===== src/hdl/mprj_ctrl_pkg.sv =====
package mprj_ctrl_pkg;

    // Sizes
    localparam int IO_PADS      = 8;
    localparam int PWR_PADS     = 8;
    localparam int IO_CTRL_BITS = 13;
    localparam int BIT_CNT_W    = $clog2(IO_CTRL_BITS);

    // Bit positions inside a pad control word
    localparam int OEB_BIT      = 1;   // Output enable, active low
    localparam int INP_DIS_BIT  = 3;   // Input disable

    typedef logic [31:0]                  bus_addr_t;
    typedef logic [31:0]                  bus_data_t;
    typedef logic [IO_CTRL_BITS-1:0]      pad_ctrl_t;
    typedef logic [IO_PADS-1:0]           pad_vec_t;
    typedef logic [PWR_PADS-1:0]          pwr_vec_t;
    typedef logic [$clog2(IO_PADS)-1:0]   pad_idx_t;

    // Address map, only bits 31:8 of the base are decoded
    localparam bus_addr_t  BASE_ADR     = 32'h2300_0000;
    localparam logic [7:0] XFER_OFS     = 8'h00;
    localparam logic [7:0] PWRDATA_OFS  = 8'h04;
    localparam logic [7:0] IODATA_OFS   = 8'h08;
    localparam logic [7:0] IOCONFIG_OFS = 8'h20;   // Pad i at IOCONFIG_OFS + 4*i

    // Control word reset values
    localparam pad_ctrl_t CTRL_RST_BIDIR = 13'h1803;   // Pads 0 and 1
    localparam pad_ctrl_t CTRL_RST_INPUT = 13'h0403;   // Plain input pads

    typedef enum logic [1:0] {
        LDR_IDLE,
        LDR_START,
        LDR_SHIFT,
        LDR_LATCH
    } loader_state_t;

endpackage


===== src/hdl/reg_access_if.sv =====
`timescale 1ns/1ps

// Decoded register accesses between the bus responder and the register bank
interface reg_access_if;

    logic                     wr_xfer;    // One-cycle write strobes
    logic                     wr_pwr;
    logic                     wr_gpio;
    logic                     wr_ctrl;
    mprj_ctrl_pkg::pad_idx_t  ctrl_idx;   // Pad addressed by the current access
    mprj_ctrl_pkg::bus_data_t wdata;

    // Read-back from the bank
    mprj_ctrl_pkg::pwr_vec_t  pwr;
    mprj_ctrl_pkg::pad_vec_t  gpio_out;   // Raw GPIO output data register
    mprj_ctrl_pkg::pad_ctrl_t ctrl_rd;    // Control word of pad ctrl_idx

    modport resp (
        output wr_xfer, wr_pwr, wr_gpio, wr_ctrl, ctrl_idx, wdata,
        input  pwr, gpio_out, ctrl_rd
    );

    modport bank (
        input  wr_xfer, wr_pwr, wr_gpio, wr_ctrl, ctrl_idx, wdata,
        output pwr, gpio_out, ctrl_rd
    );

endinterface


===== src/hdl/mprj_bus_resp.sv =====
`timescale 1ns/1ps

module mprj_bus_resp (
    input  logic                     clk,
    input  logic                     resetn,
    input  logic                     valid_i,
    input  mprj_ctrl_pkg::bus_addr_t addr_i,
    input  logic [1:0]               wstrb_i,
    input  mprj_ctrl_pkg::bus_data_t wdata_i,
    input  logic                     busy_i,
    input  mprj_ctrl_pkg::pad_vec_t  gpio_in_i,
    output mprj_ctrl_pkg::bus_data_t rdata_o,
    output logic                     ready_o,
    reg_access_if.resp               bank
);

    logic [7:0]               ofs;
    logic [7:0]               ctrl_ofs;     // Offset relative to the first control word
    logic                     base_hit;
    logic                     take;
    logic                     wr_en;
    logic                     xfer_sel;
    logic                     pwr_sel;
    logic                     gpio_sel;
    logic                     ctrl_sel;
    mprj_ctrl_pkg::bus_data_t rd_mux;

    assign ofs      = addr_i[7:0];
    assign ctrl_ofs = ofs - mprj_ctrl_pkg::IOCONFIG_OFS;
    assign base_hit = (addr_i[31:8] == mprj_ctrl_pkg::BASE_ADR[31:8]);
    assign take     = valid_i && !ready_o && base_hit;
    assign wr_en    = take && wstrb_i[0];   // Only whole-word writes

    assign xfer_sel = (ofs == mprj_ctrl_pkg::XFER_OFS);
    assign pwr_sel  = (ofs == mprj_ctrl_pkg::PWRDATA_OFS);
    assign gpio_sel = (ofs == mprj_ctrl_pkg::IODATA_OFS);
    assign ctrl_sel = (ofs >= mprj_ctrl_pkg::IOCONFIG_OFS)
                   && (ctrl_ofs < 8'(4 * mprj_ctrl_pkg::IO_PADS))
                   && (ctrl_ofs[1:0] == 2'b00);

    // Write strobes towards the bank
    assign bank.wr_xfer  = wr_en && xfer_sel;
    assign bank.wr_pwr   = wr_en && pwr_sel;
    assign bank.wr_gpio  = wr_en && gpio_sel;
    assign bank.wr_ctrl  = wr_en && ctrl_sel;
    assign bank.ctrl_idx = ctrl_ofs[2 +: $bits(mprj_ctrl_pkg::pad_idx_t)];
    assign bank.wdata    = wdata_i;

    // Read mux, unmapped offsets return zero
    always_comb begin
        rd_mux = '0;
        if (xfer_sel) begin
            rd_mux[0] = busy_i;
        end else if (pwr_sel) begin
            rd_mux[mprj_ctrl_pkg::PWR_PADS-1:0] = bank.pwr;
        end else if (gpio_sel) begin
            // Pin inputs in the low byte, output data register above them
            rd_mux[mprj_ctrl_pkg::IO_PADS-1:0]                   = gpio_in_i;
            rd_mux[mprj_ctrl_pkg::IO_PADS +: mprj_ctrl_pkg::IO_PADS] = bank.gpio_out;
        end else if (ctrl_sel) begin
            rd_mux[mprj_ctrl_pkg::IO_CTRL_BITS-1:0] = bank.ctrl_rd;
        end
    end

    // Ready pulses for one cycle after an accepted access
    always_ff @(posedge clk or negedge resetn) begin
        if (!resetn) begin
            ready_o <= 1'b0;
        end else begin
            ready_o <= take;
        end
    end

    always_ff @(posedge clk) begin
        if (take) begin
            rdata_o <= rd_mux;
        end
    end

endmodule


===== src/hdl/mprj_reg_bank.sv =====
`timescale 1ns/1ps

module mprj_reg_bank (
    input  logic                      clk,
    input  logic                      resetn,
    reg_access_if.bank                bank,
    input  mprj_ctrl_pkg::pad_idx_t   pad_idx_i,
    output mprj_ctrl_pkg::pad_ctrl_t  pad_word_o,
    output logic                      xfer_go_o,
    output mprj_ctrl_pkg::pad_vec_t   gpio_out_o,
    output mprj_ctrl_pkg::pwr_vec_t   pwr_ctrl_o,
    output logic                      sdo_oenb_state_o,
    output logic                      jtag_oenb_state_o
);

    mprj_ctrl_pkg::pad_ctrl_t io_ctrl [mprj_ctrl_pkg::IO_PADS];
    mprj_ctrl_pkg::pad_vec_t  gpio_data;
    mprj_ctrl_pkg::pad_vec_t  inp_dis;     // Input-disable bit of every pad
    mprj_ctrl_pkg::pwr_vec_t  pwr_data;
    logic                     xfer_ctrl;

    // Pad control words
    always_ff @(posedge clk or negedge resetn) begin
        if (!resetn) begin
            for (int i = 0; i < mprj_ctrl_pkg::IO_PADS; i++) begin
                if (i < 2) begin
                    io_ctrl[i] <= mprj_ctrl_pkg::CTRL_RST_BIDIR;
                end else begin
                    io_ctrl[i] <= mprj_ctrl_pkg::CTRL_RST_INPUT;
                end
            end
        end else if (bank.wr_ctrl) begin
            io_ctrl[bank.ctrl_idx] <= bank.wdata[mprj_ctrl_pkg::IO_CTRL_BITS-1:0];
        end
    end

    // GPIO data, power bits and the transfer request
    always_ff @(posedge clk or negedge resetn) begin
        if (!resetn) begin
            gpio_data <= '0;
            pwr_data  <= '0;
            xfer_ctrl <= 1'b0;
        end else begin
            if (bank.wr_gpio) begin
                gpio_data <= bank.wdata[mprj_ctrl_pkg::IO_PADS-1:0];
            end
            if (bank.wr_pwr) begin
                pwr_data <= bank.wdata[mprj_ctrl_pkg::PWR_PADS-1:0];
            end
            // Self-clearing, high for a single cycle
            xfer_ctrl <= bank.wr_xfer && bank.wdata[0];
        end
    end

    always_comb begin
        for (int i = 0; i < mprj_ctrl_pkg::IO_PADS; i++) begin
            inp_dis[i] = io_ctrl[i][mprj_ctrl_pkg::INP_DIS_BIT];
        end
    end

    // Management drives a pad only when its input is disabled
    assign gpio_out_o = gpio_data & inp_dis;
    assign pwr_ctrl_o = pwr_data;
    assign xfer_go_o  = xfer_ctrl;
    assign pad_word_o = io_ctrl[pad_idx_i];   // Word for the serial loader

    // OEB state of the JTAG and SDO pads goes back to the core
    assign jtag_oenb_state_o = io_ctrl[0][mprj_ctrl_pkg::OEB_BIT];
    assign sdo_oenb_state_o  = io_ctrl[1][mprj_ctrl_pkg::OEB_BIT];

    // Read-back towards the responder
    assign bank.pwr      = pwr_data;
    assign bank.gpio_out = gpio_data;
    assign bank.ctrl_rd  = io_ctrl[bank.ctrl_idx];

endmodule


===== src/hdl/mprj_serial_loader.sv =====
`timescale 1ns/1ps

// Shifts every pad control word out on the serial chain, highest pad first.
// Each bit takes two cycles (clock low, clock high), then a one-cycle
// latch pulse on serial reset closes the transfer.
module mprj_serial_loader (
    input  logic                      clk,
    input  logic                      resetn,
    input  logic                      xfer_go_i,
    input  mprj_ctrl_pkg::pad_ctrl_t  pad_word_i,
    output mprj_ctrl_pkg::pad_idx_t   pad_idx_o,
    output logic                      busy_o,
    output logic                      serial_clock_o,
    output logic                      serial_data_o,
    output logic                      serial_resetn_o
);

    mprj_ctrl_pkg::loader_state_t         state;
    logic [mprj_ctrl_pkg::BIT_CNT_W-1:0]  bit_cnt;
    mprj_ctrl_pkg::pad_idx_t              pad_cnt;
    mprj_ctrl_pkg::pad_ctrl_t             shift_reg;
    logic                                 last_bit;

    assign last_bit = (bit_cnt == mprj_ctrl_pkg::BIT_CNT_W'(mprj_ctrl_pkg::IO_CTRL_BITS - 1));

    always_ff @(posedge clk or negedge resetn) begin
        if (!resetn) begin
            state           <= mprj_ctrl_pkg::LDR_IDLE;
            bit_cnt         <= '0;
            pad_cnt         <= mprj_ctrl_pkg::pad_idx_t'(mprj_ctrl_pkg::IO_PADS - 1);
            shift_reg       <= '0;
            serial_clock_o  <= 1'b0;
            serial_resetn_o <= 1'b0;
        end else begin
            case (state)
                mprj_ctrl_pkg::LDR_IDLE: begin
                    pad_cnt         <= mprj_ctrl_pkg::pad_idx_t'(mprj_ctrl_pkg::IO_PADS - 1);
                    serial_clock_o  <= 1'b0;
                    serial_resetn_o <= 1'b1;
                    if (xfer_go_i) begin
                        state <= mprj_ctrl_pkg::LDR_START;
                    end
                end

                mprj_ctrl_pkg::LDR_START: begin
                    shift_reg      <= pad_word_i;   // Word of pad pad_cnt
                    bit_cnt        <= '0;
                    serial_clock_o <= 1'b0;
                    state          <= mprj_ctrl_pkg::LDR_SHIFT;
                end

                mprj_ctrl_pkg::LDR_SHIFT: begin
                    serial_clock_o <= ~serial_clock_o;
                    if (serial_clock_o) begin
                        // Falling edge of the serial clock, move to next bit
                        shift_reg <= {shift_reg[mprj_ctrl_pkg::IO_CTRL_BITS-2:0], 1'b0};
                        bit_cnt   <= bit_cnt + 1'b1;
                        if (last_bit) begin
                            if (pad_cnt == '0) begin
                                serial_resetn_o <= 1'b0;   // Latch pulse next
                                state           <= mprj_ctrl_pkg::LDR_LATCH;
                            end else begin
                                pad_cnt <= pad_cnt - 1'b1;
                                state   <= mprj_ctrl_pkg::LDR_START;
                            end
                        end
                    end
                end

                mprj_ctrl_pkg::LDR_LATCH: begin
                    serial_clock_o  <= 1'b0;
                    serial_resetn_o <= 1'b1;
                    state           <= mprj_ctrl_pkg::LDR_IDLE;
                end

                default: begin
                    state <= mprj_ctrl_pkg::LDR_IDLE;
                end
            endcase
        end
    end

    assign pad_idx_o     = pad_cnt;
    assign busy_o        = (state != mprj_ctrl_pkg::LDR_IDLE);
    assign serial_data_o = shift_reg[mprj_ctrl_pkg::IO_CTRL_BITS-1];   // MSB first

endmodule


===== src/hdl/mprj_ctrl_top.sv =====
`timescale 1ns/1ps

module mprj_ctrl_top (
    input  logic                      clk,
    input  logic                      resetn,

    // Memory-mapped bus
    input  logic                      iomem_valid_i,
    input  mprj_ctrl_pkg::bus_addr_t  iomem_addr_i,
    input  logic [1:0]                iomem_wstrb_i,
    input  mprj_ctrl_pkg::bus_data_t  iomem_wdata_i,
    output mprj_ctrl_pkg::bus_data_t  iomem_rdata_o,
    output logic                      iomem_ready_o,

    // GPIO and power control
    input  mprj_ctrl_pkg::pad_vec_t   mgmt_gpio_in_i,
    output mprj_ctrl_pkg::pad_vec_t   mgmt_gpio_out_o,
    output mprj_ctrl_pkg::pwr_vec_t   pwr_ctrl_o,

    // Serial configuration chain
    output logic                      serial_clock_o,
    output logic                      serial_data_o,
    output logic                      serial_resetn_o,

    output logic                      sdo_oenb_state_o,
    output logic                      jtag_oenb_state_o
);

    reg_access_if              acc ();

    logic                      xfer_go;
    logic                      busy;
    mprj_ctrl_pkg::pad_idx_t   pad_idx;
    mprj_ctrl_pkg::pad_ctrl_t  pad_word;

    mprj_bus_resp u_bus_resp (
        .clk       (clk),
        .resetn    (resetn),
        .valid_i   (iomem_valid_i),
        .addr_i    (iomem_addr_i),
        .wstrb_i   (iomem_wstrb_i),
        .wdata_i   (iomem_wdata_i),
        .busy_i    (busy),
        .gpio_in_i (mgmt_gpio_in_i),
        .rdata_o   (iomem_rdata_o),
        .ready_o   (iomem_ready_o),
        .bank      (acc.resp)
    );

    mprj_reg_bank u_reg_bank (
        .clk               (clk),
        .resetn            (resetn),
        .bank              (acc.bank),
        .pad_idx_i         (pad_idx),
        .pad_word_o        (pad_word),
        .xfer_go_o         (xfer_go),
        .gpio_out_o        (mgmt_gpio_out_o),
        .pwr_ctrl_o        (pwr_ctrl_o),
        .sdo_oenb_state_o  (sdo_oenb_state_o),
        .jtag_oenb_state_o (jtag_oenb_state_o)
    );

    mprj_serial_loader u_serial_loader (
        .clk             (clk),
        .resetn          (resetn),
        .xfer_go_i       (xfer_go),
        .pad_word_i      (pad_word),
        .pad_idx_o       (pad_idx),
        .busy_o          (busy),
        .serial_clock_o  (serial_clock_o),
        .serial_data_o   (serial_data_o),
        .serial_resetn_o (serial_resetn_o)
    );

endmodule


===== config.mk =====
export PLATFORM = sky130hd
export DESIGN_NAME = mprj_ctrl_top
export DESIGN_NICKNAME = d
export VERILOG_FILES = /design/src/hdl/mprj_ctrl_pkg.sv /design/src/hdl/reg_access_if.sv /design/src/hdl/mprj_bus_resp.sv /design/src/hdl/mprj_reg_bank.sv /design/src/hdl/mprj_serial_loader.sv /design/src/hdl/mprj_ctrl_top.sv
export SDC_FILE = /design/constraint.sdc
export NUM_CORES = 1
export LEC_CHECK = 0
export ABC_AREA = 1
export BUFFER_PORTS_ARGS = -buffer_cell sky130_fd_sc_hd__buf_2
export CAP_MARGIN = 20
export CORE_UTILIZATION = 50
export CTS_BUF_LIST = sky130_fd_sc_hd__clkbuf_16
export DETAILED_ROUTE_END_ITERATION = 16
export PLACE_DENSITY = 0.75
export SLEW_MARGIN = 20
export SYNTH_ARGS = -nofsm -noshare
export SYNTH_HDL_FRONTEND = slang
export SYNTH_SLANG_ARGS = --single-unit
export TNS_END_PERCENT = 50

===== constraint.sdc =====
create_clock -name clk -period 6.3 [get_ports clk]
set_clock_uncertainty 0.05 [all_clocks]
set_input_delay 1.26 -clock clk [delete_from_list [all_inputs] [get_ports clk]]
set_output_delay 1.26 -clock clk [all_outputs]
set_load 0.03 [all_outputs]

# --- Word level (Yosys, flattened, before mapping) ---
# Cells that the tools add are included.
word_totals:
  elab_cells: 106
  out_inout_bits: 54
  input_bits: 77
  reg_bits: 162
op_classes:
  magnitude_cmp: 5
  add_sub_neg: 3
  eq_ne: 12
  reduce_logical: 28
  mux: 31
  bitwise: 5
op_table:
  columns: ["cell", "count"]
  rows:
  - ["$bwmux W104", 1]
  - ["$mux W13", 8]
  - ["$bmux W13 S3", 2]
  - ["$demux W13 S3", 1]
  - ["$pmux W13 S2", 1]
  - ["$eq A24 B22 Y1 const B", 1]
  - ["$logic_and A1 B1 Y1", 11]
  - ["$mux W3", 3]
  - ["$and A8 B8 Y8", 1]
  - ["$eq A8 B3 Y1 const B", 1]
  - ["$eq A8 B4 Y1 const B", 1]
  - ["$ge A4 B4 Y1 const B", 2]
  - ["$ge A8 B6 Y1 const B", 1]
  - ["$logic_not A8 Y1", 1]
  - ["$lt A8 B6 Y1 const B", 1]
  - ["$mux W2", 4]
  - ["$mux W8", 1]
  - ["$not A3 Y4", 2]
  - ["$pmux W2 S4", 1]
  - ["$pmux W4 S2", 1]
  - ["$reduce_and A4 Y1", 2]
  - ["$reduce_bool A2 Y1", 4]
  - ["$sub A8 B6 Y8 const B", 1]
  - ["$ne A2 B1 Y1 const B", 3]
  - ["19 further kinds", 29]

# --- Longest topological paths before layout ---
logic_depth:
  ltp_word: 9
  depth_mapped: 11
  mapped_depth_nobuf: 10

# --- Hierarchy ---
# Synthesis repeated with hierarchy kept, for this count alone.
hier_totals:
  hier_cells: 1399
  hier_area_um2: 9709.3
by_module_without_submodules:
  columns: ["mod", "instances", "cells_per_inst", "seq_area_each_um2", "area_per_inst_um2"]
  rows:
  - ["mprj_reg_bank", 1, 1051, 3060.4, 6957.9]
  - ["mprj_bus_resp", 1, 191, 505.5, 1487.7]
  - ["mprj_serial_loader", 1, 157, 604.3, 1263.7]

# --- Worst setup path before layout ---
# No wires, ideal clock.
synth_timing:
  path_type: "input to register"
  from: "in iomem_addr_i[21]"
  to: "reg u_reg_bank.pwr_data[0] (netlist: u_reg_bank.bank.pwr[0])"
  slack_ns: 3.142
  arrival_ns: 3.043
  stages: 9
  path_cell_list: "nor2_1 > nand2_1 > nor2_1 > nand2_1 > nor2_1 > nand2_1 > nor2_1 > nand2_1 > nand2_1"
synth_between:
  elab_chain_cells: 4
synth_rtl:
  columns: ["element", "line", "rtl"]
  rows:
  - ["start: declaration", "mprj_ctrl_top.sv:9", "input mprj_ctrl_pkg::bus_addr_t iomem_addr_i,"]
  - ["$eq A24 B22 Y1", "mprj_bus_resp.sv:30", "assign base_hit = (addr_i[31:8] == mprj_ctrl_pkg::BASE_ADR[31:8]);"]
  - ["$logic_and A1 B1 Y1", "mprj_bus_resp.sv:31", "assign take = valid_i && !ready_o && base_hit;"]
  - ["named net u_bus_resp.take", "mprj_bus_resp.sv:20", "logic take;"]
  - ["$logic_and A1 B1 Y1", "mprj_bus_resp.sv:32", "assign wr_en = take && wstrb_i[0];"]
  - ["$logic_and A1 B1 Y1", "mprj_bus_resp.sv:43", "assign bank.wr_pwr = wr_en && pwr_sel;"]
  - ["end signal: assignment", "mprj_reg_bank.sv:48", "pwr_data <= bank.wdata[mprj_ctrl_pkg::PWR_PADS-1:0];"]
  - ["end: declaration", "mprj_reg_bank.sv:19", "mprj_ctrl_pkg::pwr_vec_t pwr_data;"]
# The timed path passes the listed nets, and every way through them passes these cells.
# A chain may end at the register's enable or synchronous reset.

# --- Final worst setup path ---
layout_timing:
  from: "in iomem_addr_i[2]"
  to: "reg u_bus_resp.rdata_o[8], data pin"
layout_between:
  elab_chain_cells: 7
  word_cells_on_any_way: 15
  classes_between: "add/sub (1); order compare (2); eq/ne (2); mux (5); bitwise (1); reduce/logical (4)"
layout_rtl:
  columns: ["element", "line", "rtl"]
  rows:
  - ["branches (longest 7 deep; another with $sub A8 B6 Y8)", null, null]
  - ["end signal: assignment", "mprj_bus_resp.sv:76", "rdata_o <= rd_mux;"]
  - ["end: declaration", "mprj_bus_resp.sv:12", "output mprj_ctrl_pkg::bus_data_t rdata_o,"]
# Parallel ways; which one is timed is not known. The select of a mux whose other input is x is not followed.

==> key figures <==
Power and ir drop
  – Clock share of power: 46.3%
  – Leak: 5.11 nW
  – Worst IR Drop VDD: 0.183 mV
  – Sw frac: 25.6%
  – Seq pwr share: 46.7%
  – Power per Cell Area: 222 nW/um^2
  – Internal: 1.68 mW
  – Logic pwr share: 7.0%
  – Switching pwr: 0.578 mW

Timing
  – Final setup violating endpoints: 0
  – Count of final hold-check violations: 0
  – Peak Freq: 0.266 GHz
  – Tightest Pin Transition: 1.12 ns
  – Slew Viols, Final: 0
  – Final TNS setup: 0 ns
  – Rel. slew slack: 25.3%
  – Tcrit/Tclk final: 59.6%
  – RSZ-0062 raised after global routing: false
  – Final Worst Setup Slack: 2.55 ns
  – Minimum clock period: 3.75 ns

Routing
  – DR DRC count: 0
  – TritonRoute pass-1 iters: 12
  – Via count: 9,084
  – ANT nets after route: 0
  – Vias per Instance: 6.10
  – Detailed Route Iter0 Violations: 1,292
  – Final wirelength: 29,700 um
  – Detailed-route wire length per cell: 19.9 um

Worst hold path
  – Worst hold path type: reg -> reg
  – Hold depth: 2

Global routing
  – Initial antenna violation count: 0
  – GRT Util Overall: 32.4%
  – Total gr overflow: 0
  – Largest net degree at the start of global routing: 97
  – First-pass GRT wire length: 45,500 um
  – Vias in the first global route: 8,333

Clocking
  – Hold_buf cts: 0
  – CTS max path bufs: 2
  – CTS resizes: 0
  – Worst-skew pair later-pin latency: 0.44 ns
  – Setup bufs post-CTS: 0
  – Htree depth: 4
  – TritonCTS clock tree: yes
  – Reg clk slew, reported paths: 0.07 ns
  – Root buf cell: clkbuf_16
  – CTS Buf Count: 17
  – Num Clock Sinks: 162

Cells and area
  – Fill cells: 1,686
  – Max FFs per register: 94
  – Antenna cells: 0
  – Most common cell after layout, fill and taps aside: nand2_1
  – # nets final: 1,334
  – Layout cells sized above 1: 14.6%
  – Most frequent cells in the layout: nand2_1 (367), dfrtp_1 (117), nand4_1 (114)
  – Layout area overhead: 11.0%

Placed design
  – Placer congestion estimate: 0.830
  – Port buffer count: 94
  – DP HPWL: 17,600 um
  – Dpl ws: 2.23 ns

Worst setup path
  – Crit path DAT: 3.88 ns
  – Reg2Reg Depth: 10
  – CP required: 6.43 ns
  – Crit path max-delay cell type: buf_4
  – Critical Path End Type: flip-flop
  – Crit path max-delay family: buffers and inverters
  – CP Class: in -> reg
  – Crit. path cell count: 9
  – Crit path buf inv count: 4
  – CP peak stage delay: 0.69 ns
  – CP max FO: 84
  – Crit path cell chain: buf_2 > buf_4 > inv_1 > nor2_2 > clkinv_1 > o22ai_1 > o21ai_0 > nand3_1 > nand2_1
  – Type of origin of the critical path: input pin

Yosys
  – Yosys top cell area share: 32.0%
  – Synth async-reset ratio: 90.1%
  – Synthesized area per cell: 7.53 um^2
  – Ys flop type: dfrtp_1
  – Syn. warnings: 0
  – Cell taking the most area after synthesis: dfrtp_1
  – Yosys reg bits: 162
  – Cell Area, Synth: 9160 um^2
  – Synth cell types: 36
  – Dominant cells by area after synthesis: dfrtp_1 (32%), nand2_1 (15%), dfstp_2 (8.3%)
  – Seq/Total Area, Yosys: 45.5%
  – Post-Syn Instances: 1,216
  – Post-synth EDFFs: 16

Die
  – FP Rows: 49
  – Number of top-level pins: 131
  – Floorplan core area: 18,000 um^2
  – Initial core utilization: 51.0%
  – DIE AREA: 18,900 um^2
  – Horiz. Die Dim: 137 um
  – Die height: 137 um

Outcome
  – Status: complete, no violations

Run
  – Max Cap Viol: 0
[area by class of cell]
cell class              count  area [um^2]  share of cell area, %
inverters                  89          334                   3.29
repair buffers            111          608                   5.98
flip-flops and latches    162         4170                   41.0
clock buffers              17          425                   4.19
clock inverters            15          155                   1.53
multi-input cells         866         4180                   41.2
well taps                 229          287                   2.82
[metrics by stage]
stage / cell area, um^2 / utilization (%) / std cells / total power [mW] / hold WS (ns)
after floorplan: 9220 / - / 1231 / 1.17 / 0.394
after global placement: 9570 / 53.3 / 1456 / 1.23 / 0.405
after detailed placement: 9570 / 53.3 / 1456 / 1.23 / 0.406
after CTS: 10200 / 56.5 / 1488 / 2.25 / 0.418
after global routing: 10200 / 56.6 / 1489 / 2.31 / 0.430
final: 10200 / 56.6 / 1489 / 2.26 / 0.417
[worst min-delay path: stages (launching register included)]
cell     delay, ns
dfstp_2       0.37
nand2_1       0.05
nand2_1       0.05
[logic make-up (layout without fill, tap and decap cells)]
| logic type | count (synthesis) | after routing | share of synthesized area [%] |
|---|---|---|---|
| compound gates | 190 | 190 | 12.0 |
| fa+ha+maj | 10 | 10 | 1.37 |
| buf+inv | 203 | 232 | 9.51 |
| flops | 162 | 162 | 45.5 |
| other cells | 1 | 16 | 0.0409 |
| simple gates | 650 | 650 | 31.6 |
[power groups by stage]
stage               logic (mW)  registers [mW]  clock network [mW]
finish                   0.159            1.05                1.04
global route             0.172            1.05                1.09
CTS                      0.155            1.05                1.05
detailed placement       0.155            1.07                   0
global placement         0.153            1.07                   0
floorplan               0.0953            1.07                   0
[cell usage after synthesis (all sizes together) (2+ instances only)]
library cell,instances
inv,87
a31o,4
ha,10
dfrtp,117
buf,50
and3,2
o211ai,37
o22ai,14
nand3,53
clkbuf,64
nand4,116
o21ai,66
clkinv,2
nor2,76
edfxtp,16
nand2,367
nor3,33
dfstp,29
a21oi,62
o221ai,4
[per-layer routing]
layer	routed length, um	up-vias	GRT usage, %
met5	0	-	0
met4	1700	0	20.5
met3	2870	118	6.48
met2	13500	537	49.2
met1	11600	4286	42.4
li1	-	4143	-
[path summary, 6_finish.rpt]
path                       slack (ns)                                     start                                  endpoint
setup / recovery                 2.55                           iomem_addr_i[2]       u_bus_resp.rdata_o[8]$_SDFFCE_PP0N_
hold / removal                   0.42        u_reg_bank.io_ctrl[78]$_DFFE_PN1P_        u_reg_bank.io_ctrl[78]$_DFFE_PN1P_
setup reg to reg                 3.29  u_serial_loader.pad_idx_o[0]$_DFFE_PN1P_  u_serial_loader.pad_idx_o[2]$_DFFE_PN1P_
hold reg to reg                  0.42        u_reg_bank.io_ctrl[78]$_DFFE_PN1P_        u_reg_bank.io_ctrl[78]$_DFFE_PN1P_
max in group asynchronous        4.13                                    resetn        u_reg_bank.io_ctrl[85]$_DFFE_PN0P_
min in group asynchronous        0.86                                    resetn        u_reg_bank.io_ctrl[63]$_DFFE_PN0P_
(Power assumes the default switching activity.)
